===== src/rtl/ctrl_bus_pkg.sv =====
package ctrl_bus_pkg;

    // bus geometry
    localparam int ADDR_WIDTH  = 22;
    localparam int DATA_WIDTH  = 32;
    localparam int SEL_WIDTH   = DATA_WIDTH / 8;
    localparam int NUM_MASTERS = 2;
    localparam int NUM_SLAVES  = 5;

    // master positions in the grant vector
    localparam int MST_GTP = 0;
    localparam int MST_DBG = 1;

    // slave slot numbers, slot field is adr[14:12]
    localparam int SLOT_ID_CTRL = 0;
    localparam int SLOT_RAM0    = 1;
    localparam int SLOT_RAM1    = 2;
    localparam int SLOT_RAM2    = 3;
    localparam int SLOT_EXT     = 4;

    // master to slave, 61 bits
    typedef struct packed {
        logic                  cyc;
        logic                  stb;
        logic                  we;
        logic [ADDR_WIDTH-1:0] adr;
        logic [DATA_WIDTH-1:0] dat;
        logic [SEL_WIDTH-1:0]  sel;
    } wb_req_t;

    // slave to master, 35 bits
    typedef struct packed {
        logic                  ack;
        logic                  err;
        logic                  rty;
        logic [DATA_WIDTH-1:0] dat;
    } wb_rsp_t;

    // address map: a slot matches when (adr & ~mask) == base
    // id/ctrl and ext compare bits 14:12, the rams only 13:12 so they show up twice
    localparam logic [ADDR_WIDTH-1:0] ID_CTRL_BASE = 22'h000000;
    localparam logic [ADDR_WIDTH-1:0] ID_CTRL_MASK = 22'h3F8FFF;
    localparam logic [ADDR_WIDTH-1:0] RAM0_BASE    = 22'h001000;
    localparam logic [ADDR_WIDTH-1:0] RAM1_BASE    = 22'h002000;
    localparam logic [ADDR_WIDTH-1:0] RAM2_BASE    = 22'h003000;
    localparam logic [ADDR_WIDTH-1:0] RAM_MASK     = 22'h3FCFFF;
    localparam logic [ADDR_WIDTH-1:0] EXT_BASE     = 22'h004000;
    localparam logic [ADDR_WIDTH-1:0] EXT_MASK     = 22'h3F8FFF;

    // per-slot tables, indexed by slot number
    localparam logic [NUM_SLAVES-1:0][ADDR_WIDTH-1:0] SLOT_BASE =
        {EXT_BASE, RAM2_BASE, RAM1_BASE, RAM0_BASE, ID_CTRL_BASE};
    localparam logic [NUM_SLAVES-1:0][ADDR_WIDTH-1:0] SLOT_MASK =
        {EXT_MASK, RAM_MASK, RAM_MASK, RAM_MASK, ID_CTRL_MASK};

    // slot 0 register file
    localparam logic [DATA_WIDTH-1:0] BUS_ID      = 32'hCB05_0001;
    localparam logic [11:0]           REG_ID      = 12'h000;
    localparam logic [11:0]           REG_CTRL    = 12'h004;
    localparam logic [11:0]           REG_SCRATCH = 12'h008;
    localparam int                    CTRL_DBG_EN_BIT = 0;
    // debug master enabled out of reset
    localparam logic [DATA_WIDTH-1:0] CTRL_RESET  = DATA_WIDTH'(1) << CTRL_DBG_EN_BIT;

    // scratch ram depth and word address width
    localparam int RAM_WORDS = 1024;
    localparam int RAM_AW    = $clog2(RAM_WORDS);

    // replace the bytes of old_w that sel marks with those of new_w
    function automatic logic [DATA_WIDTH-1:0] byte_merge(
        input logic [DATA_WIDTH-1:0] old_w,
        input logic [DATA_WIDTH-1:0] new_w,
        input logic [SEL_WIDTH-1:0]  sel
    );
        logic [DATA_WIDTH-1:0] res;
        res = old_w;
        for (int b = 0; b < SEL_WIDTH; b++) begin
            if (sel[b]) begin
                res[8*b +: 8] = new_w[8*b +: 8];
            end
        end
        return res;
    endfunction

endpackage


===== src/rtl/wb_rr_arbiter.sv =====
`timescale 1ns/1ps

module wb_rr_arbiter import ctrl_bus_pkg::*; (
    input  logic                   clk_i,
    input  logic                   reset_i,
    input  logic [NUM_MASTERS-1:0] cyc_i,
    input  logic                   dbg_en_i,
    output logic [NUM_MASTERS-1:0] gnt_o
);

    // requests that may win a new grant
    logic [NUM_MASTERS-1:0] req;
    logic [NUM_MASTERS-1:0] gnt_q;
    logic [NUM_MASTERS-1:0] gnt_next;
    // 1 when dbg held the last grant
    logic                   last_q;

    // dbg only competes while the control register enables it
    always_comb begin
        req          = cyc_i;
        req[MST_DBG] = cyc_i[MST_DBG] & dbg_en_i;
    end

    // round robin pick: on a tie the master after the last one wins
    always_comb begin
        gnt_next = '0;
        if (&req) begin
            gnt_next[!last_q] = 1'b1;
        end else begin
            gnt_next = req;
        end
    end

    always_ff @(posedge clk_i) begin
        if (reset_i) begin
            gnt_q  <= '0;
            // pretend dbg went last so gtp wins the first tie
            last_q <= 1'b1;
        end else if (|gnt_q) begin
            // hold on raw cyc, a live cycle is never cut by dbg_en
            if (!(|(gnt_q & cyc_i))) begin
                gnt_q <= '0;
            end
        end else if (|req) begin
            gnt_q  <= gnt_next;
            last_q <= gnt_next[MST_DBG];
        end
    end

    assign gnt_o = gnt_q;

endmodule


===== config.mk =====
export PLATFORM = sky130hd
export DESIGN_NAME = wb_rr_arbiter
export DESIGN_NICKNAME = d
export VERILOG_FILES = /design/src/rtl/ctrl_bus_pkg.sv /design/src/rtl/wb_rr_arbiter.sv
export SDC_FILE = /design/constraint.sdc
export NUM_CORES = 1
export LEC_CHECK = 0
export ABC_AREA = 1
export BUFFER_PORTS_ARGS = -buffer_cell sky130_fd_sc_hd__buf_2
export CORE_AREA = 2 2 39 41
export CTS_BUF_LIST = sky130_fd_sc_hd__clkbuf_8
export CTS_CLUSTER_SIZE = 8
export DETAILED_ROUTE_END_ITERATION = 6
export DIE_AREA = 0 0 41 43
export GPL_ROUTABILITY_DRIVEN = 1
export PLACE_DENSITY = 0.3
export SETUP_SLACK_MARGIN = 0.2
export SYNTH_ARGS = -nofsm -noshare
export SYNTH_HDL_FRONTEND = slang
export SYNTH_SLANG_ARGS = --single-unit

===== constraint.sdc =====
create_clock -name clk_i -period 0.9 [get_ports clk_i]
set_input_delay 0.09 -clock clk_i [delete_from_list [all_inputs] [get_ports clk_i]]
set_output_delay 0.09 -clock clk_i [all_outputs]
set_load 0.05 [all_outputs]

==> impl_metrics.prom <==
# TYPE chip_impl_metric gauge
chip_impl_metric{name="min_period_over_period",unit="%"} 93.5
chip_impl_info{name="synth_area_leaders",value="dfxtp_1, nand2_1, a21oi_1"} 1
chip_impl_metric{name="synth_warn",unit=""} 0
chip_impl_metric{name="max-cap-violations",unit=""} 0
chip_impl_metric{name="timing.critical_path.arrival",unit="ns"} 0.75
chip_impl_info{name="class_of_the_most_critical_setup_path",value="flop to primary output"} 1
chip_impl_info{name="ys.flop_type",value="dfxtp_1"} 1
chip_impl_metric{name="die_h",unit="um"} 43
chip_impl_metric{name="drtAntennaViolNets",unit=""} 0
chip_impl_metric{name="power_frac_comb",unit="%"} 17.4
chip_impl_metric{name="antenna_cells_inserted",unit=""} 0
chip_impl_metric{name="netlist_area",unit="sq um"} 151
chip_impl_metric{name="detailroute.via_count",unit=""} 181
chip_impl_metric{name="drt_iter0_markers",unit=""} 3
chip_impl_metric{name="timing.final.hold_violations",unit=""} 0
chip_impl_info{name="clock-root-buffer",value="clkbuf_8"} 1
chip_impl_metric{name="antenna_found_initial",unit=""} 0
chip_impl_metric{name="postLayoutSetupSlackWorst",unit="ns"} 0.0582
chip_impl_metric{name="htree_num_levels",unit=""} 1
chip_impl_metric{name="slew-limit-headroom",unit="%"} 91.4
chip_impl_metric{name="finalCoreUtilization",unit="%"} 21.2
chip_impl_metric{name="layout_cells_sized_above_1",unit="%"} 52.9
chip_impl_metric{name="clkLatencyLatePin",unit="ns"} 0.22
chip_impl_metric{name="synth_fp_nets",unit=""} 29
chip_impl_info{name="yosysMostFrequentCell",value="nand2_1"} 1
chip_impl_info{name="worst_setup_path_end_kind",value="primary output"} 1
chip_impl_metric{name="final_net_count",unit=""} 40
chip_impl_metric{name="tightest_slew",unit="ns"} 0.129
chip_impl_metric{name="ff2ff_setup_slack",unit="ns"} 0.08
chip_impl_metric{name="synth.lib_cells_used.distinct",unit=""} 8
chip_impl_metric{name="period_minus_slack",unit="ns"} 0.842
chip_impl_metric{name="leakage",unit="uW"} 0.000129
chip_impl_metric{name="grt_pass1_wl",unit="um"} 669
chip_impl_metric{name="overflow",unit=""} 0
chip_impl_metric{name="postSynthCellCount",unit=""} 24
chip_impl_metric{name="hpwl",unit="um"} 312
chip_impl_metric{name="finalClockSkew",unit="ns"} 0.00238
chip_impl_info{name="r2r_start",value="gnt_o[0]"} 1
chip_impl_info{name="yosysTopAreaCell",value="dfxtp_1"} 1
chip_impl_info{name="timing.critical_path.cells",value="buf_8"} 1
chip_impl_metric{name="detail_route.first_pass.iterations",unit=""} 2
chip_impl_metric{name="synth_edf_count",unit=""} 0
chip_impl_metric{name="layout-area-overhead-vs-synth",unit="%"} 93.4
chip_impl_metric{name="crit_fanout",unit=""} 5
chip_impl_metric{name="synth_top_area_share",unit="%"} 39.7
chip_impl_metric{name="routabilityCongestion",unit=""} 0.581
chip_impl_metric{name="final_max_tran_viols",unit=""} 0
chip_impl_metric{name="worst_ep_required_time",unit="ns"} 0.81
chip_impl_metric{name="floorplan.initialDensity",unit="%"} 10.9
chip_impl_metric{name="yosysSeqAreaShare",unit="%"} 39.7
chip_impl_metric{name="power.sequential.fraction",unit="%"} 25.1
chip_impl_metric{name="post_synth.cell_area_avg",unit="sq um"} 6.31
chip_impl_metric{name="clk_path_buf_depth",unit=""} 2
chip_impl_metric{name="grt_pass1_vias",unit=""} 190
chip_impl_metric{name="setup_violations",unit=""} 0
chip_impl_metric{name="cp_num_buf_inv",unit=""} 1
chip_impl_metric{name="net-switching-power",unit="uW"} 176
chip_impl_metric{name="switching_share",unit="%"} 26.5
chip_impl_metric{name="worst_hold_slack",unit="ns"} 0.0683
chip_impl_metric{name="post_drt_via_cell_ratio",unit=""} 3.62
chip_impl_metric{name="top_level_ports",unit=""} 7
chip_impl_metric{name="std_cell_rows",unit=""} 14
chip_impl_info{name="tritoncts",value="yes"} 1
chip_impl_metric{name="average_wire_per_cell_in_the_routed_design",unit="um"} 7.80
chip_impl_metric{name="reg_clk_slew_reported_paths",unit="ns"} 0.03
chip_impl_metric{name="io_buffers",unit=""} 6
chip_impl_metric{name="fmaxAchievable",unit="MHz"} 1190
chip_impl_metric{name="cellPowerDensity",unit="mW/mm^2"} 2260
chip_impl_metric{name="timing.setup.tns",unit="ns"} 0
chip_impl_metric{name="whs_path_depth",unit=""} 2
chip_impl_metric{name="die_area",unit="sq mm"} 0.00176
chip_impl_metric{name="placeableCoreArea",unit="sq mm"} 0.00138
chip_impl_info{name="crit_family",value="flip-flops"} 1
chip_impl_info{name="setup_repair_after_global_routing_missed_its_margin",value="true"} 1
chip_impl_metric{name="chipWidth",unit="um"} 41
chip_impl_info{name="worst_hold_path.endpoint",value="gnt_o[1]"} 1
chip_impl_info{name="timing.critical_path.from_type",value="flop"} 1
chip_impl_metric{name="cts_made_buffers",unit=""} 3
chip_impl_metric{name="critical_path.max_stage_delay",unit="ns"} 0.38
chip_impl_metric{name="maximum_number_of_pins_on_one_net_before_global_route_repair",unit=""} 6
chip_impl_info{name="synth.top_cells.by_count",value="nand2_1, a21oi_1, dfxtp_1, inv_1, nand3_1"} 1
chip_impl_metric{name="drt-total-wl",unit="um"} 390
chip_impl_metric{name="dpl_worst_slack",unit="ns"} 0.0688
chip_impl_metric{name="timing.reg2reg.worst_path_depth",unit=""} 4
chip_impl_metric{name="power.clock.fraction",unit="%"} 57.5
chip_impl_metric{name="ys_seq_elements",unit=""} 3
chip_impl_info{name="status",value="complete, no violations"} 1
chip_impl_metric{name="tritoncts_num_sinks",unit=""} 3
chip_impl_metric{name="remaining_drc_errors",unit=""} 0
chip_impl_info{name="timing.critical_path.slowest_stage_cell",value="dfxtp_4"} 1
chip_impl_metric{name="grt.total_usage",unit="%"} 6.22
chip_impl_metric{name="intPower",unit="uW"} 486
chip_impl_metric{name="ys_async_sr_fraction",unit="%"} 0
chip_impl_info{name="r2r_end",value="last_q"} 1
chip_impl_info{name="timing.hold.worst.class",value="primary input to flop"} 1
chip_impl_info{name="hold_path_startpoint",value="reset_i"} 1
chip_impl_metric{name="vdd.ir_drop.worst",unit="uV"} 422
metrics by stage:
stage | total power, uW | instance area, sq um | instances
after floorplan | 239 | 178 | 24
after global placement | 270 | 228 | 46
after detailed placement | 267 | 228 | 46
after CTS | 677 | 293 | 50
after global routing | 698 | 293 | 50
final | 662 | 293 | 50
final cells by class:
type                            count  area [sq um]
Timing Repair Buffer                6          50.0
Clock inverter                      1          3.75
Clock buffer                        3          41.3
Inverter                            3          11.3
Sequential cell                     3          67.6
Tap cell                           16          20.0
Multi-Input combinational cell     18          98.8
Fill cell                         156          1090
metal layers:
| metal | global-route usage (%) | share of wire, % |
|---|---|---|
| met1 | 6.73 | 44 |
| met2 | 7.19 | 44 |
| met3 | 3.14 | 12 |
| met4 | 8.00 | 0 |
| met5 | 0 | 0 |
kinds of logic (layout without fill, tap and decap cells):
| logic type | count (synthesis) | in the layout | synth area share [%] |
|---|---|---|---|
| AO/OA/AOI/OAI | 5 | 5 | 16.5 |
| buffers and inverters | 3 | 13 | 7.44 |
| flip-flops | 3 | 3 | 39.7 |
| AND/OR/NAND/NOR | 13 | 13 | 36.4 |
worst reg2reg max path: stages (launching register included):
cell,delay [ns]
dfxtp_4,0.36
nor2_4,0.12
nand2_2,0.08
a21oi_2,0.11
nand2_1,0.05
worst max path at each step:
stage	start	end	slack [ns]	depth (start not counted)
5_1_grt	gnt_o[0]	last_q	0.02	4
2_1_floorplan	gnt_o[1]	gnt_o[0]	0.05	5
3_5_place_dp	gnt_o[1]	gnt_o[0]	0.07	5
6_report	gnt_o[1]	gnt_o[1]	0.06	1
3_3_place_gp	gnt_o[1]	gnt_o[0]	0.06	5
4_1_cts	gnt_o[1]	gnt_o[1]	0.05	1
sequential cells by signal (all words and copies together) (netlist names):
register,cells
gnt_o,2
last_q,1
power by group through the flow:
| stage | clock, uW | combinational [uW] | sequential [uW] |
|---|---|---|---|
| final | 381 | 115 | 166 |
| after global routing | 402 | 128 | 169 |
| after detailed placement | 0 | 103 | 165 |
| after floorplan | 0 | 51.9 | 187 |
| after CTS | 394 | 116 | 166 |
| after global placement | 0 | 105 | 165 |
timing repair:
action                     in CTS  in global routing
setup buffers                   0                  0
gates resized for setup         7                  0
setup endpoints to repair       5                  5
pin swaps                       1                  0
hold buffers                    0                  0
placed cells by master, fill, tap and decap left out, drive strengths merged:
cell / synthesis / routed
buf: 0 / 6
nand3: 3 / 3
dfxtp: 3 / 3
nor2: 2 / 2
inv: 3 / 4
nand2: 8 / 8
clkbuf: 0 / 3
a21oi: 4 / 4
o21ai: 1 / 1
(Power assumes the default switching activity.)
