**src/rtl/ctrl_bus_pkg.sv**
```systemverilog
package ctrl_bus_pkg;

    // bus geometry
    localparam int ADDR_WIDTH  = 22;
    localparam int DATA_WIDTH  = 32;
    localparam int SEL_WIDTH   = DATA_WIDTH / 8;
    localparam int NUM_MASTERS = 2;
    localparam int NUM_SLAVES  = 5;

    // master positions in the grant vector
    localparam int MST_GTP = 0;
    localparam int MST_DBG = 1;

    // slave slot numbers, slot field is adr[14:12]
    localparam int SLOT_ID_CTRL = 0;
    localparam int SLOT_RAM0    = 1;
    localparam int SLOT_RAM1    = 2;
    localparam int SLOT_RAM2    = 3;
    localparam int SLOT_EXT     = 4;

    // master to slave, 61 bits
    typedef struct packed {
        logic                  cyc;
        logic                  stb;
        logic                  we;
        logic [ADDR_WIDTH-1:0] adr;
        logic [DATA_WIDTH-1:0] dat;
        logic [SEL_WIDTH-1:0]  sel;
    } wb_req_t;

    // slave to master, 35 bits
    typedef struct packed {
        logic                  ack;
        logic                  err;
        logic                  rty;
        logic [DATA_WIDTH-1:0] dat;
    } wb_rsp_t;

    // address map: a slot matches when (adr & ~mask) == base
    // id/ctrl and ext compare bits 14:12, the rams only 13:12 so they show up twice
    localparam logic [ADDR_WIDTH-1:0] ID_CTRL_BASE = 22'h000000;
    localparam logic [ADDR_WIDTH-1:0] ID_CTRL_MASK = 22'h3F8FFF;
    localparam logic [ADDR_WIDTH-1:0] RAM0_BASE    = 22'h001000;
    localparam logic [ADDR_WIDTH-1:0] RAM1_BASE    = 22'h002000;
    localparam logic [ADDR_WIDTH-1:0] RAM2_BASE    = 22'h003000;
    localparam logic [ADDR_WIDTH-1:0] RAM_MASK     = 22'h3FCFFF;
    localparam logic [ADDR_WIDTH-1:0] EXT_BASE     = 22'h004000;
    localparam logic [ADDR_WIDTH-1:0] EXT_MASK     = 22'h3F8FFF;

    // per-slot tables, indexed by slot number
    localparam logic [NUM_SLAVES-1:0][ADDR_WIDTH-1:0] SLOT_BASE =
        {EXT_BASE, RAM2_BASE, RAM1_BASE, RAM0_BASE, ID_CTRL_BASE};
    localparam logic [NUM_SLAVES-1:0][ADDR_WIDTH-1:0] SLOT_MASK =
        {EXT_MASK, RAM_MASK, RAM_MASK, RAM_MASK, ID_CTRL_MASK};

    // slot 0 register file
    localparam logic [DATA_WIDTH-1:0] BUS_ID      = 32'hCB05_0001;
    localparam logic [11:0]           REG_ID      = 12'h000;
    localparam logic [11:0]           REG_CTRL    = 12'h004;
    localparam logic [11:0]           REG_SCRATCH = 12'h008;
    localparam int                    CTRL_DBG_EN_BIT = 0;
    // debug master enabled out of reset
    localparam logic [DATA_WIDTH-1:0] CTRL_RESET  = DATA_WIDTH'(1) << CTRL_DBG_EN_BIT;

    // scratch ram depth and word address width
    localparam int RAM_WORDS = 1024;
    localparam int RAM_AW    = $clog2(RAM_WORDS);

    // replace the bytes of old_w that sel marks with those of new_w
    function automatic logic [DATA_WIDTH-1:0] byte_merge(
        input logic [DATA_WIDTH-1:0] old_w,
        input logic [DATA_WIDTH-1:0] new_w,
        input logic [SEL_WIDTH-1:0]  sel
    );
        logic [DATA_WIDTH-1:0] res;
        res = old_w;
        for (int b = 0; b < SEL_WIDTH; b++) begin
            if (sel[b]) begin
                res[8*b +: 8] = new_w[8*b +: 8];
            end
        end
        return res;
    endfunction

endpackage

```
**src/rtl/wb_intercon.sv**
```systemverilog
`timescale 1ns/1ps

module wb_intercon import ctrl_bus_pkg::*; (
    input  logic [NUM_MASTERS-1:0] gnt_i,
    input  wb_req_t                gtp_req_i,
    input  wb_req_t                dbg_req_i,
    output wb_rsp_t                gtp_rsp_o,
    output wb_rsp_t                dbg_rsp_o,
    output wb_req_t                slv_req_o [NUM_SLAVES],
    input  wb_rsp_t                slv_rsp_i [NUM_SLAVES]
);

    // shared bus after the master mux
    wb_req_t               m_req;
    // response of the decoded slot
    wb_rsp_t               s_rsp;
    // one-hot, the map covers every slot field value
    logic [NUM_SLAVES-1:0] slot_sel;

    // strobes go only to the granted master, data goes to both
    function automatic wb_rsp_t route_rsp(input wb_rsp_t rsp, input logic gnt);
        wb_rsp_t r;
        r     = rsp;
        r.ack = rsp.ack & gnt;
        r.err = rsp.err & gnt;
        r.rty = rsp.rty & gnt;
        return r;
    endfunction

    // grant is one-hot or zero
    // with no grant the bus idles with cyc and stb low
    always_comb begin
        m_req = '0;
        if (gnt_i[MST_DBG]) begin
            m_req = dbg_req_i;
        end else if (gnt_i[MST_GTP]) begin
            m_req = gtp_req_i;
        end
    end

    for (genvar i = 0; i < NUM_SLAVES; i++) begin : g_slot
        // bits outside the mask select the slot
        assign slot_sel[i] = (m_req.adr & ~SLOT_MASK[i]) == SLOT_BASE[i];

        // slave sees its offset only, strobes gated by decode
        assign slv_req_o[i] = '{
            cyc: m_req.cyc & slot_sel[i],
            stb: m_req.stb & slot_sel[i],
            we:  m_req.we,
            adr: m_req.adr & SLOT_MASK[i],
            dat: m_req.dat,
            sel: m_req.sel
        };
    end

    // response mux
    // unselected slaves are idle so their strobes would be low anyway
    always_comb begin
        s_rsp = '0;
        for (int i = 0; i < NUM_SLAVES; i++) begin
            if (slot_sel[i]) begin
                s_rsp = slv_rsp_i[i];
            end
        end
    end

    assign gtp_rsp_o = route_rsp(s_rsp, gnt_i[MST_GTP]);
    assign dbg_rsp_o = route_rsp(s_rsp, gnt_i[MST_DBG]);

endmodule

```
**config.mk**
```make
export PLATFORM = sky130hd
export DESIGN_NAME = wb_intercon
export DESIGN_NICKNAME = d
export VERILOG_FILES = /design/src/rtl/ctrl_bus_pkg.sv /design/src/rtl/wb_intercon.sv
export SDC_FILE = /design/constraint.sdc
export NUM_CORES = 1
export LEC_CHECK = 0
export BUFFER_PORTS_ARGS = -buffer_cell sky130_fd_sc_hd__buf_2
export CAP_MARGIN = 10
export CORE_AREA = 5 5 258 260
export DETAILED_ROUTE_END_ITERATION = 7
export DIE_AREA = 0 0 263 265
export GPL_ROUTABILITY_DRIVEN = 0
export PLACE_DENSITY = 0.3
export SLEW_MARGIN = 20
export SYNTH_ARGS = -nofsm -noshare
export SYNTH_HDL_FRONTEND = slang
export SYNTH_SLANG_ARGS = --single-unit
```
**constraint.sdc**
```tcl
create_clock -name vclk -period 1.9
set_input_delay 0.19 -clock vclk [all_inputs]
set_output_delay 0.19 -clock vclk [all_outputs]
set_load 0.01 [all_outputs]
```
==> results.json, run 1 <==
{
  "status": "finished, final reports clean",
  "port_buffers": 662,
  "grt_overflow": 0,
  "cap_violations": 0,
  "synth_top_cell_by_area": "buf_4",
  "start_util_pct": 6.19,
  "syn_area_um2": 3960,
  "rows": 93,
  "synth_common_cells": "buf_4, a22o_1, nand2_1",
  "finalSetupViolations": 0,
  "grt_pass1_vias": 5997,
  "synth.most_common_cell": "buf_4",
  "place.detailed.hpwl_um": 30800,
  "cp_num_buf_inv": 4,
  "coreArea_um2": 63900,
  "stdcell_count": 1883,
  "die-area_um2": 69700,
  "placedCellCount": 1871,
  "antenna_found_initial": 4,
  "grt_pass1_wl_um": 44600,
  "path_cells": "buf_6 > buf_8 > and2_4 > o221a_4 > a221o_1 > a21oi_4 > buf_12 > nor2_2 > buf_4",
  "synth_cell_type_count": 33,
  "vias": 5829,
  "ir_drop_mv": 0.150,
  "ys_seq_area_share_pct": 0,
  "synth_cells": 573,
  "routedWlPerCell_um": 18.2,
  "sequential_cell_area_um2": 0,
  "power.density_nw_per_um2": 356,
  "yosysWarningCount": 0,
  "end_kind": "output pin",
  "wirelength_um": 34200,
  "io_pins": 674,
  "routed_via_density": 3.10,
  "leakage_nw": 3.99,
  "synth_top_area_share_pct": 51.8,
  "ys_top_cells_by_area": "buf_4, a22o_1, o22ai_1, a221oi_1, nand2_1",
  "grt_max_degree": 59,
  "rsz0062_at_grt": "no",
  "cpPeakStageDelay_ns": 0.30,
  "crit_fanout": 8,
  "grt_usage_pct": 8.54,
  "max_freq_mhz": 544,
  "cp.arrival_ns": 1.65,
  "cpMaxStageDelayCell": "a221o_1",
  "worstSetupStartpointType": "input port",
  "first_pass_iters": 4,
  "hold_viol_final": 0,
  "drtIter0Drc": 221,
  "design_area_um2": 7350,
  "timing.hold.ws_ns": 0.708,
  "post_route_cells_drive_above_1_share_pct": 76.0,
  "crit_required_ns": 1.71,
  "drc_errors": 0,
  "cts_hold_buf": 0,
  "slew_viol_final": 0,
  "cp_top_family": "compound AO/OA/AOI/OAI gates",
  "multiInputGateArea_um2": 1950,
  "critPathKind": "in2out",
  "clkbuf_count": 0,
  "ant_nets": 0,
  "fillCellCount": 7509,
  "avgSynthCellArea_um2": 6.90,
  "nets": 1326,
  "placed_area_um2": 7010,
  "fin_util_pct": 11.5,
  "die_h_um": 265,
  "seq_cells": 0,
  "period_minus_slack_ns": 1.84,
  "layout_worst_path_cycle_share_pct": 96.7,
  "hp-class": "in2out",
  "chipWidth_um": 263,
  "area_delta_synth_final_pct": 85.8
}
## per-layer routing
layer	wire length (um)	up-vias	part of all wire (%)	global-route usage (%)
met5	27	-	0.079	0
met4	960	4	2.8	1.79
met3	2600	40	7.6	1.79
met2	17400	429	51	16.2
met1	13200	2684	39	9.88
li1	-	2672	-	-
## cell type report
cell class,count,share of cell area (%)
well taps,855,14.6
multi-input cells,279,26.5
diodes,3,0.102
repair buffers,746,58.9
## per-stage QoR
| stage | setup TNS, ns | power [mW] | setup WS (ns) |
|---|---|---|---|
| floorplan | 0 | 1.58 | 0.254 |
| global placement | -3.50 | 2.57 | -0.200 |
| detailed placement | -3.36 | 2.54 | -0.168 |
| CTS | 0 | 2.61 | 0.00126 |
| global route | 0 | 2.81 | 0.00120 |
| finish | 0 | 2.61 | 0.0625 |
## cells by family (layout without fill, tap and decap cells)
logic type	count (synthesis)	in the layout	share of synthesized area (%)
buf+inv	305	746	55.9
compound gates	181	181	34.2
simple gates	82	82	8.60
mux	4	4	1.14
other cells	1	15	0.0948
## final timing paths
check | start | end | slack, ns | cells after the start
setup / recovery | gnt_i[1] | dbg_rsp_o[33] | 0.06 | 9
hold / removal | slv_rsp_i[16] | gtp_rsp_o[16] | 0.71 | 4
## repair_timing
item / CTS / global route
pin swaps: 5 / 11
endpoints found under the hold margin: 0 / 0
cloned: 0 / 3
setup buffers: 2 / 4
resized for setup: 33 / 17
endpoints found under the setup margin: 52 / 45
## report_power, final
group | leakage [nW] | internal (mW) | switching, mW
Clock | 0.0000181 | 0.000000159 | 0
Combinational | 3.99 | 1.19 | 1.43
Sequential | 0 | 0 | 0
## cells in the final DEF, fill, tap and decap left out, drive strengths merged, types with 9 or more instances in the layout
cell type	synthesis	final
a22o	56	56
conb	1	12
nor2	22	22
o22ai	33	33
o22a	9	9
a21oi	13	13
nand2	46	46
buf	299	743
a221oi	22	22
o21ai	35	35
Note: power is estimated with default switching activity, not from simulation.
==> run 2, diff against run 1 <==
Settings changed: MAX_ROUTING_LAYER from default to met4.
==> run 2 against run 1 <==
  * Setup slack about the same
  * Core utilization unchanged
  * Non-clock buffer count unchanged
  * Critical endpoint is now dbg_rsp_o[4]
  * Routed wire length about the same
  * First-iteration DRC count decreased by 3.6%
  * Clock-buffer cell count unchanged
  * Total power about the same
  * Highest routed layer is now met4
  * Largest power group unchanged
  * Fmax about the same
  * Via count increased by 0.15%
==> results.json, run 2 (synthesis gave the netlist of run 1 again) <==
{
  "swShare_pct": 54.7,
  "post_route_cells_drive_above_1_share_pct": 76.0,
  "seq_power_share_pct": 0,
  "die-area_um2": 69700,
  "seq_cells": 0,
  "design_area_um2": 7350,
  "crit_required_ns": 1.71,
  "hold_start": "slv_rsp_i[16]",
  "io_pins": 674,
  "leakage_nw": 3.99,
  "grt_overflow": 0,
  "status": "finished, final reports clean",
  "chipWidth_um": 263,
  "start_util_pct": 6.19,
  "p_int_mw": 1.19,
  "drc_errors": 0,
  "critPathKind": "in2out",
  "clkPwrFrac_pct": 0,
  "cp.arrival_ns": 1.65,
  "die_h_um": 265,
  "layout_common_cells": "buf_2, buf_4, a22o_1, nand2_1, o22ai_1",
  "switching_power_mw": 1.43,
  "hold_viol_final": 0,
  "clkbuf_count": 0,
  "rsz0062_at_grt": "no",
  "first_pass_iters": 4,
  "placed_area_um2": 7010,
  "worstSetupStartpointType": "input port",
  "grt_usage_pct": 8.80,
  "ir_drop_mv": 0.150,
  "place.detailed.hpwl_um": 30800,
  "wirelength_um": 34200,
  "setup_slack_ns": 0.0629,
  "sequential_cell_area_um2": 0,
  "grt_pass1_vias": 6000,
  "startpoint": "gtp_req_i[49]",
  "ant_nets": 0,
  "period_minus_slack_ns": 1.84,
  "power.density_nw_per_um2": 356,
  "nets": 1326,
  "routed_via_density": 3.10,
  "end_kind": "output pin",
  "coreArea_um2": 63900,
  "grt_max_degree": 59,
  "finalSetupViolations": 0,
  "port_buffers": 662,
  "final_common_cell": "buf_2",
  "crit_fanout": 11,
  "layout_worst_path_cycle_share_pct": 96.7,
  "rows": 93,
  "drtIter0Drc": 213,
  "grt_pass1_wl_um": 44600,
  "fin_util_pct": 11.5,
  "comb_power_share_pct": 100.0,
  "max_freq_mhz": 544,
  "antenna_found_initial": 4,
  "slew_viol_final": 0,
  "vias": 5838,
  "area_delta_synth_final_pct": 85.8,
  "cts_hold_buf": 0,
  "cap_violations": 0,
  "routedWlPerCell_um": 18.1,
  "pre_cts_ws_ns": -0.168,
  "hp-class": "in2out"
}
run 2: cell counts in the layout (fill, tap and decap cells not counted):
No cell type changed its count.
run 2: critical path, stage by stage:
cell     delay (ns)
buf_2          0.11
nor2_1         0.22
o21ai_4        0.12
buf_12         0.13
buf_4          0.18
o22ai_1        0.21
nor2_1         0.07
o22a_1         0.24
buf_2          0.16
run 2: stage by stage:
stage,hold slack [ns],instances,power [mW],TNS (ns)
after floorplan,0.516,584,1.58,0
final,0.708,1883,2.62,0
after global routing,0.726,1882,2.81,0
after detailed placement,0.709,1871,2.54,-3.36
after global placement,0.716,1871,2.57,-3.50
after CTS,0.714,1873,2.61,0
run 2: power by group through the flow:
| stage | combinational [mW] | sequential (mW) | clock (mW) |
|---|---|---|---|
| CTS | 2.61 | 0 | 0 |
| global placement | 2.57 | 0 | 0 |
| floorplan | 1.58 | 0 | 0 |
| global route | 2.81 | 0 | 0.000000141 |
| detailed placement | 2.54 | 0 | 0 |
| finish | 2.62 | 0 | 0.000000212 |
run 2: per-layer routing:
metal / up-vias / track usage, % / share of wire, % / wire (um)
met5: - / - / 0 / 0
met4: 0 / 1.77 / 2.5 / 845
met2: 437 / 16.2 / 51 / 17500
met3: 39 / 1.42 / 7.2 / 2470
li1: 2673 / - / - / -
met1: 2689 / 10.1 / 39 / 13300
run 2: repair_timing:
action	4_1_cts	5_1_grt
buffers inserted	2	4
setup endpoints to repair	52	45
cloned	0	3
pin swaps	5	11
resized for setup	33	17
run 2: worst paths after layout:
| path | cells after the start | to |
|---|---|---|
| max | 9 | dbg_rsp_o[4] |
| min | 4 | gtp_rsp_o[16] |
run 2: layout make-up:
cell class / count / area, um^2
diodes: 3 / 7.51
fillers: 7507 / 56500
multi-input cells: 279 / 1950
well taps: 855 / 1070
repair buffers: 746 / 4330
