$ cat config.mk
export PLATFORM = sky130hd
export DESIGN_NAME = id_ctrl_regs
export DESIGN_NICKNAME = d
export VERILOG_FILES = /design/src/rtl/ctrl_bus_pkg.sv /design/src/rtl/id_ctrl_regs.sv
export SDC_FILE = /design/constraint.sdc
export NUM_CORES = 1
export LEC_CHECK = 0
export ABC_AREA = 1
export BUFFER_PORTS_ARGS = -buffer_cell sky130_fd_sc_hd__buf_2
export CAP_MARGIN = 20
export CORE_MARGIN = 2
export CORE_UTILIZATION = 45
export CTS_BUF_LIST = sky130_fd_sc_hd__clkbuf_8
export DETAILED_ROUTE_END_ITERATION = 16
export HOLD_SLACK_MARGIN = 0.06
export PLACE_DENSITY_LB_ADDON = 0.08
export SLEW_MARGIN = 20
export SYNTH_ARGS = -nofsm -noshare
export SYNTH_HDL_FRONTEND = slang
export SYNTH_SLANG_ARGS = --single-unit
$ cat constraint.sdc
create_clock -name clk_i -period 2.7 [get_ports clk_i]
set_input_delay 0.54 -clock clk_i [delete_from_list [all_inputs] [get_ports clk_i]]
set_output_delay 0.54 -clock clk_i [all_outputs]
set_load 0.05 [all_outputs]
$ cat src/rtl/ctrl_bus_pkg.sv
package ctrl_bus_pkg;

    // bus geometry
    localparam int ADDR_WIDTH  = 22;
    localparam int DATA_WIDTH  = 32;
    localparam int SEL_WIDTH   = DATA_WIDTH / 8;
    localparam int NUM_MASTERS = 2;
    localparam int NUM_SLAVES  = 5;

    // master positions in the grant vector
    localparam int MST_GTP = 0;
    localparam int MST_DBG = 1;

    // slave slot numbers, slot field is adr[14:12]
    localparam int SLOT_ID_CTRL = 0;
    localparam int SLOT_RAM0    = 1;
    localparam int SLOT_RAM1    = 2;
    localparam int SLOT_RAM2    = 3;
    localparam int SLOT_EXT     = 4;

    // master to slave, 61 bits
    typedef struct packed {
        logic                  cyc;
        logic                  stb;
        logic                  we;
        logic [ADDR_WIDTH-1:0] adr;
        logic [DATA_WIDTH-1:0] dat;
        logic [SEL_WIDTH-1:0]  sel;
    } wb_req_t;

    // slave to master, 35 bits
    typedef struct packed {
        logic                  ack;
        logic                  err;
        logic                  rty;
        logic [DATA_WIDTH-1:0] dat;
    } wb_rsp_t;

    // address map: a slot matches when (adr & ~mask) == base
    // id/ctrl and ext compare bits 14:12, the rams only 13:12 so they show up twice
    localparam logic [ADDR_WIDTH-1:0] ID_CTRL_BASE = 22'h000000;
    localparam logic [ADDR_WIDTH-1:0] ID_CTRL_MASK = 22'h3F8FFF;
    localparam logic [ADDR_WIDTH-1:0] RAM0_BASE    = 22'h001000;
    localparam logic [ADDR_WIDTH-1:0] RAM1_BASE    = 22'h002000;
    localparam logic [ADDR_WIDTH-1:0] RAM2_BASE    = 22'h003000;
    localparam logic [ADDR_WIDTH-1:0] RAM_MASK     = 22'h3FCFFF;
    localparam logic [ADDR_WIDTH-1:0] EXT_BASE     = 22'h004000;
    localparam logic [ADDR_WIDTH-1:0] EXT_MASK     = 22'h3F8FFF;

    // per-slot tables, indexed by slot number
    localparam logic [NUM_SLAVES-1:0][ADDR_WIDTH-1:0] SLOT_BASE =
        {EXT_BASE, RAM2_BASE, RAM1_BASE, RAM0_BASE, ID_CTRL_BASE};
    localparam logic [NUM_SLAVES-1:0][ADDR_WIDTH-1:0] SLOT_MASK =
        {EXT_MASK, RAM_MASK, RAM_MASK, RAM_MASK, ID_CTRL_MASK};

    // slot 0 register file
    localparam logic [DATA_WIDTH-1:0] BUS_ID      = 32'hCB05_0001;
    localparam logic [11:0]           REG_ID      = 12'h000;
    localparam logic [11:0]           REG_CTRL    = 12'h004;
    localparam logic [11:0]           REG_SCRATCH = 12'h008;
    localparam int                    CTRL_DBG_EN_BIT = 0;
    // debug master enabled out of reset
    localparam logic [DATA_WIDTH-1:0] CTRL_RESET  = DATA_WIDTH'(1) << CTRL_DBG_EN_BIT;

    // scratch ram depth and word address width
    localparam int RAM_WORDS = 1024;
    localparam int RAM_AW    = $clog2(RAM_WORDS);

    // replace the bytes of old_w that sel marks with those of new_w
    function automatic logic [DATA_WIDTH-1:0] byte_merge(
        input logic [DATA_WIDTH-1:0] old_w,
        input logic [DATA_WIDTH-1:0] new_w,
        input logic [SEL_WIDTH-1:0]  sel
    );
        logic [DATA_WIDTH-1:0] res;
        res = old_w;
        for (int b = 0; b < SEL_WIDTH; b++) begin
            if (sel[b]) begin
                res[8*b +: 8] = new_w[8*b +: 8];
            end
        end
        return res;
    endfunction

endpackage

$ cat src/rtl/id_ctrl_regs.sv
`timescale 1ns/1ps

module id_ctrl_regs import ctrl_bus_pkg::*; (
    input  logic    clk_i,
    input  logic    reset_i,
    input  wb_req_t req_i,
    output wb_rsp_t rsp_o,
    output logic    dbg_en_o
);

    logic [DATA_WIDTH-1:0] ctrl_q;
    logic [DATA_WIDTH-1:0] scratch_q;
    logic [DATA_WIDTH-1:0] rd_dat;
    logic [DATA_WIDTH-1:0] dat_q;
    logic                  ack_q;
    // new strobe, not yet acked
    logic                  strobe;
    // word-aligned register offset
    logic [11:0]           offset;

    assign strobe = req_i.cyc & req_i.stb & ~ack_q;
    assign offset = {req_i.adr[11:2], 2'b00};

    // read decode, holes read back zero
    always_comb begin
        case (offset)
            REG_ID:      rd_dat = BUS_ID;
            REG_CTRL:    rd_dat = ctrl_q;
            REG_SCRATCH: rd_dat = scratch_q;
            default:     rd_dat = '0;
        endcase
    end

    always_ff @(posedge clk_i) begin
        if (reset_i) begin
            ack_q  <= 1'b0;
            ctrl_q <= CTRL_RESET;
        end else begin
            // single-cycle ack per strobe
            ack_q <= strobe;
            if (strobe && req_i.we && offset == REG_CTRL) begin
                ctrl_q <= byte_merge(ctrl_q, req_i.dat, req_i.sel);
            end
        end
    end

    // read data and scratch word
    // writes to REG_ID and holes fall through here and are dropped
    always_ff @(posedge clk_i) begin
        if (strobe) begin
            dat_q <= rd_dat;
            if (req_i.we && offset == REG_SCRATCH) begin
                scratch_q <= byte_merge(scratch_q, req_i.dat, req_i.sel);
            end
        end
    end

    assign rsp_o = '{ack: ack_q, err: 1'b0, rty: 1'b0, dat: dat_q};

    // arbiter gate for the dbg master
    assign dbg_en_o = ctrl_q[CTRL_DBG_EN_BIT];

endmodule

==> results of run 1 <==
[cell usage after synthesis (all sizes together)]
master  number  share of area, %
o211ai       5              0.95
inv         65               6.3
nor2        74               7.8
edfxtp      64                49
o21ai        5              0.63
nand4        4              0.63
clkbuf       1             0.095
conb         1             0.095
buf         15               3.0
dfxtp       33                17
nor3         4              0.51
nand3        9               1.4
nand2       72               7.7
o22ai       24               5.4
[where the power goes]
| group | total, mW | switching (mW) | internal [mW] |
|---|---|---|---|
| sequential | 1.60 | 0.00499 | 1.59 |
| combinational | 0.177 | 0.133 | 0.0449 |
| clock | 0.795 | 0.470 | 0.325 |
[worst register-to-register path: stages (launching register included)]
cell	delay (ns)
dfxtp_1	0.32
inv_1	0.06
nand4_1	0.36
nor3_1	0.38
buf_4	0.21
[per-layer routing]
layer  vias up  wire, um  global-route usage, %
li1       1380         -                      -
met1      1210      3360                   20.6
met2        69      3540                   26.8
met3         8       388                   3.38
met4         0        83                   5.98
met5         -         0                      0
[cell type report]
type	instances	area [um2]	share of cell area, %
timing repair buffer	94	495	10.7
clock inverter	7	40.0	0.867
clock buffer	9	124	2.68
sequential	97	2580	56.0
tap	108	135	2.93
inverter	65	246	5.34
multi-input combinational	199	992	21.5
[per-stage QoR]
step / hold slack (ns) / instance area (um2) / setup WS, ns
detailed placement: 0.491 / 4450 / 0.318
finish: 0.358 / 4620 / 0.722
global placement: 0.484 / 4450 / 0.330
CTS: 0.339 / 4620 / 0.660
floorplan: 0.489 / 3950 / 0.555
global route: 0.341 / 4620 / 0.496
[how the worst min path moves through the flow]
stage	startpoint	to	slack [ns]	depth (start not counted)
CTS	reset_i	ack_q	0.34	2
detailed placement	ctrl_q[0]	ctrl_q[0]	0.49	2
floorplan	ctrl_q[27]	ctrl_q[27]	0.49	4
global route	reset_i	ack_q	0.34	2
global placement	ctrl_q[0]	ctrl_q[0]	0.48	2
finish	reset_i	ack_q	0.36	2
[kinds of logic (layout without fill, tap and decap cells)]
group           count (synthesis)  in the layout  share of synthesized area, %
flops                          97             97                          65.5
buf+inv                        81            175                          9.40
simple gates                  163            163                          18.0
compound gates                 34             34                          6.98
other cells                     1              2                        0.0951
[sequential cells by signal, summed over array words and instances (netlist names)]
register   count
ack_q          1
scratch_q     32
dat_q         32
ctrl_q        32
[placed cells by master, fill, tap and decap left out]
cell,synthesis,final
buf_2,6,84
nor2_1,70,70
nand2_1,67,67
inv_1,64,66
edfxtp_1,64,64
dfxtp_1,33,33
o22ai_1,14,14
o22ai_2,10,10
buf_4,3,10
clkbuf_8,0,9
nand3_1,7,7
o211ai_1,5,5
o21ai_0,5,5
nand4_1,4,4
nor3_1,4,4
nand2_4,4,4
clkinvlp_4,0,3
nor2_2,2,2
nand3_2,2,2
conb_1,1,2
clkinv_2,0,2
nand2_2,1,1
nor2_8,1,1
inv_4,1,1
nor2_4,1,1
==> results.yml, run 1 <==
route:
  route.detailed.drc: 0
  route.vias.total: 2667
  drt-total-wl_um: 7370
  drtIter0Drc: 78
  wl_per_cell_um: 12.7
  detail-route-antenna-nets: 0
  routed_via_density: 4.61
  first_pass_iters: 4
worst_setup_path:
  slowest_delay_ns: 0.38
  startpoint_type: "input port"
  slowest_stage: "nand3_2"
  critical_path_class: "input port to register"
  crit_chain: "buf_2 -> nor2_1 -> nand2_2 -> nor2_4 -> nand3_2 -> nor3_1 -> buf_4"
  required_ns: 2.76
  arrival_ns: 2.04
  r2r-start: "ack_q"
  worstSetupEndpointType: "register"
  rr_endpoint: "scratch_q[28]"
  cp_top_family: "simple AND/OR/NAND/NOR gates"
  crit_end: "scratch_q[28]"
  cp_max_fo: 16
  reg2reg_depth: 4
  critPathBufInv: 2
  regToRegSetupSlack_ns: 1.09
  cp-startpoint: "req_i[45]"
  worst-path-stages: 7
flow_run:
  cap_violations: 0
floorplan:
  core-area_um2: 8590
  dieArea_um2: 9520
  start_util_pct: 45.9
  fp.dieW_um: 97.6
  die-height_um: 97.6
  row_count: 34
  ioPinCount: 99
grt:
  grt_first_pass_wirelength_um: 12000
  antenna_found_initial: 0
  grt_pass1_vias: 2488
  gr-total-overflow: 0
  grt_max_degree: 33
  track_usage_pct: 16.1
power:
  power.density_nw_per_um2: 557
  p_total_mw: 2.57
  ir_drop_uv: 231
  power.leakage_nw: 2.15
cts:
  clk_pin_slew_ns: 0.09
  clock_latency_ns: 0.34
  cts.hold.buffers_added: 0
  post_cts_buffers: 0
  htreeDepth: 3
  clockBufferDepth: 2
  cts_tree: "yes"
  cts_buffers: 9
  cts_sinks: 97
  cts-resized-gates: 0
  cts_root_buffer: "clkbuf_8"
synth:
  synth.avg_cell_area_um2: 10.5
  yosysSeqAreaShare_pct: 65.5
  ys_types: 24
  syn_area_um2: 3940
  netlist_instances: 376
  synth-seq-cells: 97
  yosys_warnings: 0
timing:
  finalHoldViolCount: 0
  setup_tns_ns: 0
  min_period_ns: 1.98
  clock_skew_ns: 0.00820
  rsz0062_at_grt: "false"
  fin_crit_sh_pct: 73.3
  clock.fmax_mhz: 505
  setup_violations: 0
  drv_slew: 0
layout:
  fin_util_pct: 53.7
  fillers: 831
  final_cells: 579
  synthToLayoutAreaGrowth_pct: 17.1
  nNetsFinal: 529
  layout-drive-gt1-share_pct: 27.6
  antenna_cells: 0
outcome:
  status: "finished, final reports clean"
place:
  portBuffers: 84
  detailed_place_hpwl_um: 4740
  placed_cells: 563
  gp_congestion: 0.731
hold_path:
  hold_class: "input port to register"
Note: power is estimated with default switching activity, not from simulation.
==> run 2, diff against run 1 <==
ABC_AREA = 0   (was 1)
clock period = 2 ns   (was 2.7 ns; I/O delays follow)
==> run 2 against run 1 <==
Against the previous run: clock power up 86%; utilization grew 3.1 points; synthesized cell count fell by 27%; cell count shrank 16%; non-clock buffer count is 11 higher; flip-flop and latch count stayed put; critical path type unchanged.
==> results.yml, run 2 <==
grt:
  grt_first_pass_wirelength_um: 12800
  grt_max_degree: 42
  grt_pass1_vias: 2489
  gr-total-overflow: 0
  track_usage_pct: 17.4
  antenna_found_initial: 0
place:
  detailed_place_hpwl_um: 5060
  placed_cells: 471
  portBuffers: 84
  post-place-ws_ns: -0.173
  place_area_um2: 4670
  gp_congestion: 0.722
worst_setup_path:
  required_ns: 2.23
  startpoint_type: "input port"
  reg2reg_depth: 5
  regToRegSetupSlack_ns: 0.53
  slowest_stage: "or4_1"
  worstSetupEndpointType: "register"
  crit_chain: "buf_2 -> or4_1 -> buf_4 -> nor4b_4 -> buf_4 -> a22o_1"
  cp_max_fo: 9
  arrival_ns: 2.04
  slowest_delay_ns: 0.60
  crit_top_cell: "buf_4"
  critical_path_class: "input port to register"
timing:
  rsz0062_at_grt: "false"
  setup_violations: 0
  finalHoldViolCount: 0
  drv_slew: 0
  clock.fmax_mhz: 554
  fin_crit_sh_pct: 90.2
  fin_ws_ns: 0.195
  min_period_ns: 1.80
  clock_skew_ns: 0.0107
cts:
  cts_tree: "yes"
  clock_latency_ns: 0.37
  cts_root_buffer: "clkbuf_8"
  htreeDepth: 3
  post_cts_buffers: 0
  cts-resized-gates: 0
  cts_buffers: 9
  cts_sinks: 97
  clk_pin_slew_ns: 0.09
  cts.hold.buffers_added: 0
  clockBufferDepth: 2
flow_run:
  cap_violations: 0
synth:
  synth-seq-cells: 97
  ys_types: 22
  yosys.area.top_type: "edfxtp_1"
  yosys_warnings: 0
  synth.avg_cell_area_um2: 14.5
  yosysSeqAreaShare_pct: 65.0
  synthFlopType: "edfxtp_1"
  async_reset_ff_share_pct: 0
  netlist_instances: 275
  synth-edff-count: 64
  yosys-top-cells-area: "edfxtp_1 48%, dfxtp_1 17%, nand2b_1 11%"
  yosys-top-cells-count: "70 x nand2b_1, 64 x edfxtp_1, 33 x dfxtp_1"
  yosys.cell_count.top_type: "nand2b_1"
  syn_area_um2: 3970
  synth_top_cell_area_share_pct: 48.4
power:
  p_total_mw: 3.96
  power.leakage_nw: 1.80
  ir_drop_uv: 392
  power.density_nw_per_um2: 808
route:
  route.detailed.drc: 0
  drt-total-wl_um: 7830
  wl_per_cell_um: 16.1
  routed_via_density: 5.07
  first_pass_iters: 4
  drtIter0Drc: 55
  route.vias.total: 2468
  detail-route-antenna-nets: 0
layout:
  mostFrequentLayoutCells: "84 x buf_2, 70 x nand2b_1, 64 x edfxtp_1"
  nNetsFinal: 437
  final_cells: 487
  seq_area_um2: 2580
  design_area_um2: 4900
  layout-drive-gt1-share_pct: 34.6
  multiInputGateArea_um2: 1300
  fillers: 743
  synthToLayoutAreaGrowth_pct: 23.4
  top_regs: "ctrl_q x32, dat_q x32, scratch_q x32"
  antenna_cells: 0
  final_common_cell: "buf_2"
floorplan:
  die-height_um: 98.0
  dieArea_um2: 9600
  fp.dieW_um: 98.0
  start_util_pct: 46.0
  core-area_um2: 8640
  row_count: 34
  ioPinCount: 99
hold_path:
  hold_depth: 1
  hold_class: "input port to register"
outcome:
  status: "finished, final reports clean"
==> run 2: cell types whose count changed in the layout (fill, tap and decap cells not counted), moves of 7 or more <==
cell / delta
nand2b_1: +70
o22ai_2: -10
a22o_1: +32
mux2i_1: +32
inv_1: -63
nand2_1: -66
nor2_1: -68
nand3_1: -7
o22ai_1: -14
==> run 2: through the flow <==
step	hold WS (ns)	util [%]	setup TNS, ns
final	0.220	56.8	0
after global routing	0.191	56.8	0
after CTS	0.199	56.8	0
after detailed placement	0.462	54.0	-11.18
after global placement	0.458	54.0	-10.04
after floorplan	0.449	-	-2.45
==> run 2: kinds of logic after synthesis <==
group | synth area share [%]
AO/OA/AOI/OAI | 7.05
buffers and inverters | 2.61
flip-flops | 65.0
multiplexers | 8.06
other | 0.0944
AND/OR/NAND/NOR | 17.2
==> run 2: worst max-delay path: cells and delay by family <==
kind                   cells  cell delay [ns]
AOI/OAI and AO/OA          1             0.16
buffers and inverters      3             0.58
and+or+nand+nor            2             0.90
==> run 2: layer usage <==
layer	share of wire, %	track usage [%]	vias to the layer above
met5	0	0	-
met4	1.6	6.09	0
met3	4.8	5.01	11
met2	47	28.0	64
met1	46	22.5	1192
li1	-	-	1201
==> run 2: power by group <==
| part | switching (mW) | total (mW) | internal, mW |
|---|---|---|---|
| Combinational | 0.213 | 0.313 | 0.0997 |
| Sequential | 0.00905 | 2.17 | 2.16 |
| Clock | 0.661 | 1.48 | 0.822 |
| Total | 0.883 | 3.96 | 3.08 |
==> run 2: final cells by class <==
class	instances	area share (%)
Tap cell	108	2.76
Sequential cell	97	52.7
Timing Repair Buffer	105	13.1
Multi-Input combinational cell	160	26.6
Clock inverter	7	2.30
Clock buffer	9	2.53
Inverter	1	0.0766
==> run 2: worst paths after layout <==
path,end,start
worst max-delay path,dat_q[18],req_i[47]
worst max register to register,ctrl_q[3],ack_q
worst min-delay path,scratch_q[3],req_i[7]
worst min register to register,ctrl_q[12],ctrl_q[12]
